$ cat config.mk
export PLATFORM = sky130hd
export DESIGN_NAME = apb_push_port
export DESIGN_NICKNAME = d
export VERILOG_FILES = /design/src/hdl/fifo_bank_pkg.sv /design/src/hdl/apb_push_port.sv
export VERILOG_INCLUDE_DIRS = /design/src /design/src/hdl
export SDC_FILE = /design/constraint.sdc
export NUM_CORES = 1
export LEC_CHECK = 0
export BUFFER_PORTS_ARGS = -buffer_cell sky130_fd_sc_hd__buf_4
export CAP_MARGIN = 30
export CORE_MARGIN = 4
export CORE_UTILIZATION = 29
export DETAILED_ROUTE_END_ITERATION = 10
export MAX_ROUTING_LAYER = met4
export PLACE_DENSITY = 0.9
export SYNTH_ARGS = -nofsm -noshare
export SYNTH_HDL_FRONTEND = slang
export SYNTH_SLANG_ARGS = --single-unit
$ cat constraint.sdc
create_clock -name vclk -period 2
set_input_delay 0.2 -clock vclk [all_inputs]
set_output_delay 0.2 -clock vclk [all_outputs]
set_load 0.01 [all_outputs]
$ cat src/hdl/fifo_bank_macros.svh
`ifndef FIFO_BANK_MACROS_SVH
`define FIFO_BANK_MACROS_SVH

// Bank geometry
`define FB_CHANNELS       4
`define FB_CH_WIDTH       2
`define FB_DATA_WIDTH     16

// Per-channel FIFO sizing
// The depth must be a power of two
`define FB_FIFO_DEPTH     16
`define FB_FIFO_AFULL     12

// APB address map
`define FB_APB_ADDR_WIDTH 8
`define FB_STATUS_ADDR    8'h40
// Channel n is pushed at n times the stride
`define FB_PUSH_STRIDE    4

`endif

$ cat src/hdl/fifo_bank_pkg.sv
`default_nettype none

`include "fifo_bank_macros.svh"

package fifo_bank_pkg;

  // Push request from the APB port, valid for one wr_clk cycle
  typedef struct packed {
    logic                      valid;
    logic [`FB_CH_WIDTH-1:0]   channel;
    logic [`FB_DATA_WIDTH-1:0] data;
  } fb_push_t;

  // Registered write-side flags of one channel
  typedef struct packed {
    logic full;
    logic afull;
  } fb_flags_t;

  // Word on the output stream, tagged with its source channel
  typedef struct packed {
    logic [`FB_CH_WIDTH-1:0]   channel;
    logic [`FB_DATA_WIDTH-1:0] data;
  } fb_drain_t;

endpackage

`default_nettype wire

$ cat src/hdl/apb_push_port.sv
`default_nettype none
`timescale 1ns/100ps

`include "fifo_bank_macros.svh"

module apb_push_port (
  input  wire                           wr_clk,
  input  wire                           wr_rst_n,
  input  wire                           psel,
  input  wire                           penable,
  input  wire                           pwrite,
  input  wire [`FB_APB_ADDR_WIDTH-1:0]  paddr,
  input  wire [`FB_DATA_WIDTH-1:0]      pwdata,
  input  wire fifo_bank_pkg::fb_flags_t flags [`FB_CHANNELS],
  output logic [`FB_DATA_WIDTH-1:0]     prdata,
  output logic                          pready,
  output logic                          pslverr,
  output fifo_bank_pkg::fb_push_t       push
);

  logic                          access;
  logic [`FB_APB_ADDR_WIDTH-1:0] ch_idx;
  logic [`FB_CH_WIDTH-1:0]       ch_sel;
  logic                          push_addr;
  logic                          status_addr;
  logic                          ch_full;
  logic                          push_ok;
  logic [`FB_DATA_WIDTH-1:0]     status;

  assign access = psel && penable;

  // Push addresses sit on stride boundaries below the channel count
  assign ch_idx      = paddr / `FB_APB_ADDR_WIDTH'(`FB_PUSH_STRIDE);
  assign ch_sel      = ch_idx[`FB_CH_WIDTH-1:0];
  assign push_addr   = (paddr % `FB_APB_ADDR_WIDTH'(`FB_PUSH_STRIDE) == '0) &&
                       (ch_idx < `FB_CHANNELS);
  assign status_addr = (paddr == `FB_STATUS_ADDR);
  assign ch_full     = flags[ch_sel].full;

  assign push_ok = access && pwrite && push_addr && !ch_full;

  always_comb begin
    status = '0;
    for (int n = 0; n < `FB_CHANNELS; n++) begin
      status[2*n]   = flags[n].full;
      status[2*n+1] = flags[n].afull;
    end
  end

  // Without wait states every transfer finishes in its ACCESS cycle
  assign pready  = 1'b1;
  assign pslverr = access && (pwrite ? !push_ok : !status_addr);
  assign prdata  = (access && !pwrite && status_addr) ? status : '0;

  always_comb begin
    push.valid   = push_ok;
    push.channel = ch_sel;
    push.data    = pwdata;
  end

  // A push lasts exactly one cycle because penable drops after every ACCESS phase
  a_push_one_cycle: assert property (@(posedge wr_clk) disable iff (!wr_rst_n)
    push.valid |=> !push.valid);

endmodule

`default_nettype wire

==> PnR_summary.wiki <==
{| class="wikitable"
! Metric !! Value
|-
| Floorplan die area || 0.00199 mm^2
|-
| Global Route Usage Sum || 0.0784
|-
| Number of antenna violations at the first check in global routing || 0
|-
| Max Slew Vio Count || 0
|-
| Top-level port count || 74
|-
| DRT antenna net count || 0
|-
| Switching part of the total power || 0.422
|-
| Drt drc || 0
|-
| Placeable core area || 0.00119 mm^2
|-
| Top cell type's share of synthesized area || 0.542
|-
| Total power per unit cell area || 134 mW/mm^2
|-
| Fraction of final layout cells sized beyond drive strength 1 || 0.574
|-
| Routed met1 length || 255 um
|-
| Post-Syn Area per Cell || 7.61 um^2
|-
| Int Pwr || 0.0000352 W
|-
| Post-cts repair resize count || 0
|-
| Drt first-iter violations || 2
|-
| Placed wire-length estimate || 800 um
|-
| Wire length on met2 || 438 um
|-
| Least setup slack across all paths after layout || 0.241 ns
|-
| Die Span X || 44.6 um
|-
| Number of global-route vias before repair || 278
|-
| Post-Route WL || 856 um
|-
| WL met3 || 143 um
|-
| Count of final hold-check violations || 0
|-
| Cell type with the largest total area after synthesis || sky130_fd_sc_hd__buf_4
|-
| Data arrival time at the worst-slack endpoint || 1.56 ns
|-
| Post-CTS setup-driven buffer insertion count || 0
|-
| Count of sequential standard cells || 0
|-
| Detailed Routing Iterations Pass 1 || 3
|-
| Netlist area before placement || 388 um^2
|-
| Required arrival time at the worst endpoint || 1.80 ns
|-
| Total congestion overflow after global routing || 0
|-
| Sequential Power Share || 0
|-
| Number of vias in the routed layout || 306
|-
| Combinational cell fraction of total power || 1.000
|-
| Leading cell types by count after synthesis || 28 x sky130_fd_sc_hd__buf_4, 8 x sky130_fd_sc_hd__and2_1, 2 x sky130_fd_sc_hd__conb_1, 2 x sky130_fd_sc_hd__mux2i_1
|-
| Weighted congestion reported at the end of routability-driven placement || 0.580
|-
| Type of the most critical hold path || primary input to output port
|-
| Dpl ws || 0.222 ns
|-
| Area added between synthesis and finish || 17.1%
|-
| Initial core utilization || 0.327
|-
| Portion of the clock cycle consumed by the worst path in the final layout || 0.880
|-
| Main area contributors after synthesis || sky130_fd_sc_hd__buf_4 54%, sky130_fd_sc_hd__and2_1 13%, sky130_fd_sc_hd__nor4_4 5.5%
|-
| Critical path type || primary input to output port
|-
| Number of port buffers || 31
|-
| Maximum vdd ir drop || 0.0000513 V
|-
| Pin count of the biggest net entering global routing || 9
|-
| Crit. End Element || output port
|-
| Post-CTS Hold Buffers || 0
|-
| Highest Signal Layer || met4
|-
| Library cells used by synthesis || 15
|-
| N_diodes || 0
|-
| Number of cell rows || 12
|-
| Total of warnings raised by yosys || 0
|-
| Crit path time final || 1.76 ns
|-
| Cells after synthesis || 51
|-
| Leak pwr || 0.249 nW
|-
| Number of clock buffers in the layout || 0
|-
| Clock network power share || 0
|-
| Finish-stage setup viols || 0
|-
| Routed vias/inst || 4.08
|-
| Unrepaired setup endpoints after global routing || no
|-
| Global-route wire length before repair || 1210 um
|-
| Max cap viols || 0
|-
| Per-cell routed wire length || 11.4 um
|-
| Layout fillers || 138
|-
| Cell with the most instances after synthesis || sky130_fd_sc_hd__buf_4
|-
| Maximum clock frequency || 568 MHz
|-
| Max Fanout on Critical Path || 8
|-
| Launching element type of the critical path || primary input
|-
| Run status || complete, no violations
|-
| Portion of the post-synthesis area used by sequential elements || 0
|-
| Number of nets in the finished design || 100
|-
| Post-Route Setup TNS || 0 ns
|-
| NetSw || 0.0000256 W
|-
| Vertical die dimension || 44.6 um
|-
| Combined flip-flop and latch cell area || 0 um^2
|}
## metrics by stage
stage / utilization / instance area [um^2] / hold slack [ns] / power [W] / instances
2_1_floorplan: - / 414 / 0.492 / 0.0000704 / 58
3_3_place_gp: 0.383 / 454 / 0.400 / 0.0000596 / 75
3_5_place_dp: 0.383 / 454 / 0.400 / 0.0000613 / 75
4_1_cts: 0.383 / 454 / 0.400 / 0.0000613 / 75
5_1_grt: 0.383 / 454 / 0.400 / 0.0000675 / 75
6_report: 0.383 / 454 / 0.400 / 0.0000608 / 75
## power by group through the flow
stage / clock network (W) / registers [W] / logic, W
after CTS: 0 / 0 / 0.0000613
after floorplan: 0 / 0 / 0.0000704
after global placement: 0 / 0 / 0.0000596
after detailed placement: 0 / 0 / 0.0000613
final: 0 / 0 / 0.0000608
after global routing: 0 / 0 / 0.0000675
## kinds of logic after synthesis
family	synth area share
buffers and inverters	0.542
AND/OR/NAND/NOR	0.345
AO/OA/AOI/OAI	0.0419
other	0.0194
multiplexers	0.0516
## worst paths after layout
kind | slack (ns) | endpoint | depth (start not counted) | from
setup / recovery | 0.24 | prdata[1] | 5 | pwrite
hold / removal | 0.40 | push[13] | 0 | pwdata[13]
## worst max-delay path, stage by stage
cell	delay (ns)
sky130_fd_sc_hd__buf_4	0.11
sky130_fd_sc_hd__or4b_4	0.55
sky130_fd_sc_hd__nor4_4	0.40
sky130_fd_sc_hd__and2_1	0.19
sky130_fd_sc_hd__buf_4	0.11
## final cells by class
cell class	instances	area (um^2)	share of cell area
multi-input combinational	30	204	0.449
tap	14	17.5	0.0386
timing repair buffer	31	233	0.512
## cells in the final DEF (no fill, tap or decap)
cell type and count:
sky130_fd_sc_hd__nor4_4 1, sky130_fd_sc_hd__nor2b_1 1, sky130_fd_sc_hd__nor3b_1 1, sky130_fd_sc_hd__and2_1 8
sky130_fd_sc_hd__or4b_4 1, sky130_fd_sc_hd__o2bb2ai_1 1, sky130_fd_sc_hd__buf_4 31, sky130_fd_sc_hd__nor4_1 1
sky130_fd_sc_hd__conb_1 9, sky130_fd_sc_hd__mux2i_1 2, sky130_fd_sc_hd__nor2_1 1, sky130_fd_sc_hd__and3b_2 1
sky130_fd_sc_hd__a22oi_1 1, sky130_fd_sc_hd__or4_4 1, sky130_fd_sc_hd__nand2_1 1
## per-layer routing
layer | GRT usage | vias up
met2 | 0.143 | 23
met3 | 0.0122 | 6
li1 | - | 151
met4 | 0.0301 | 0
met1 | 0.0824 | 126
met5 | - | -
(Power assumes the default switching activity.)
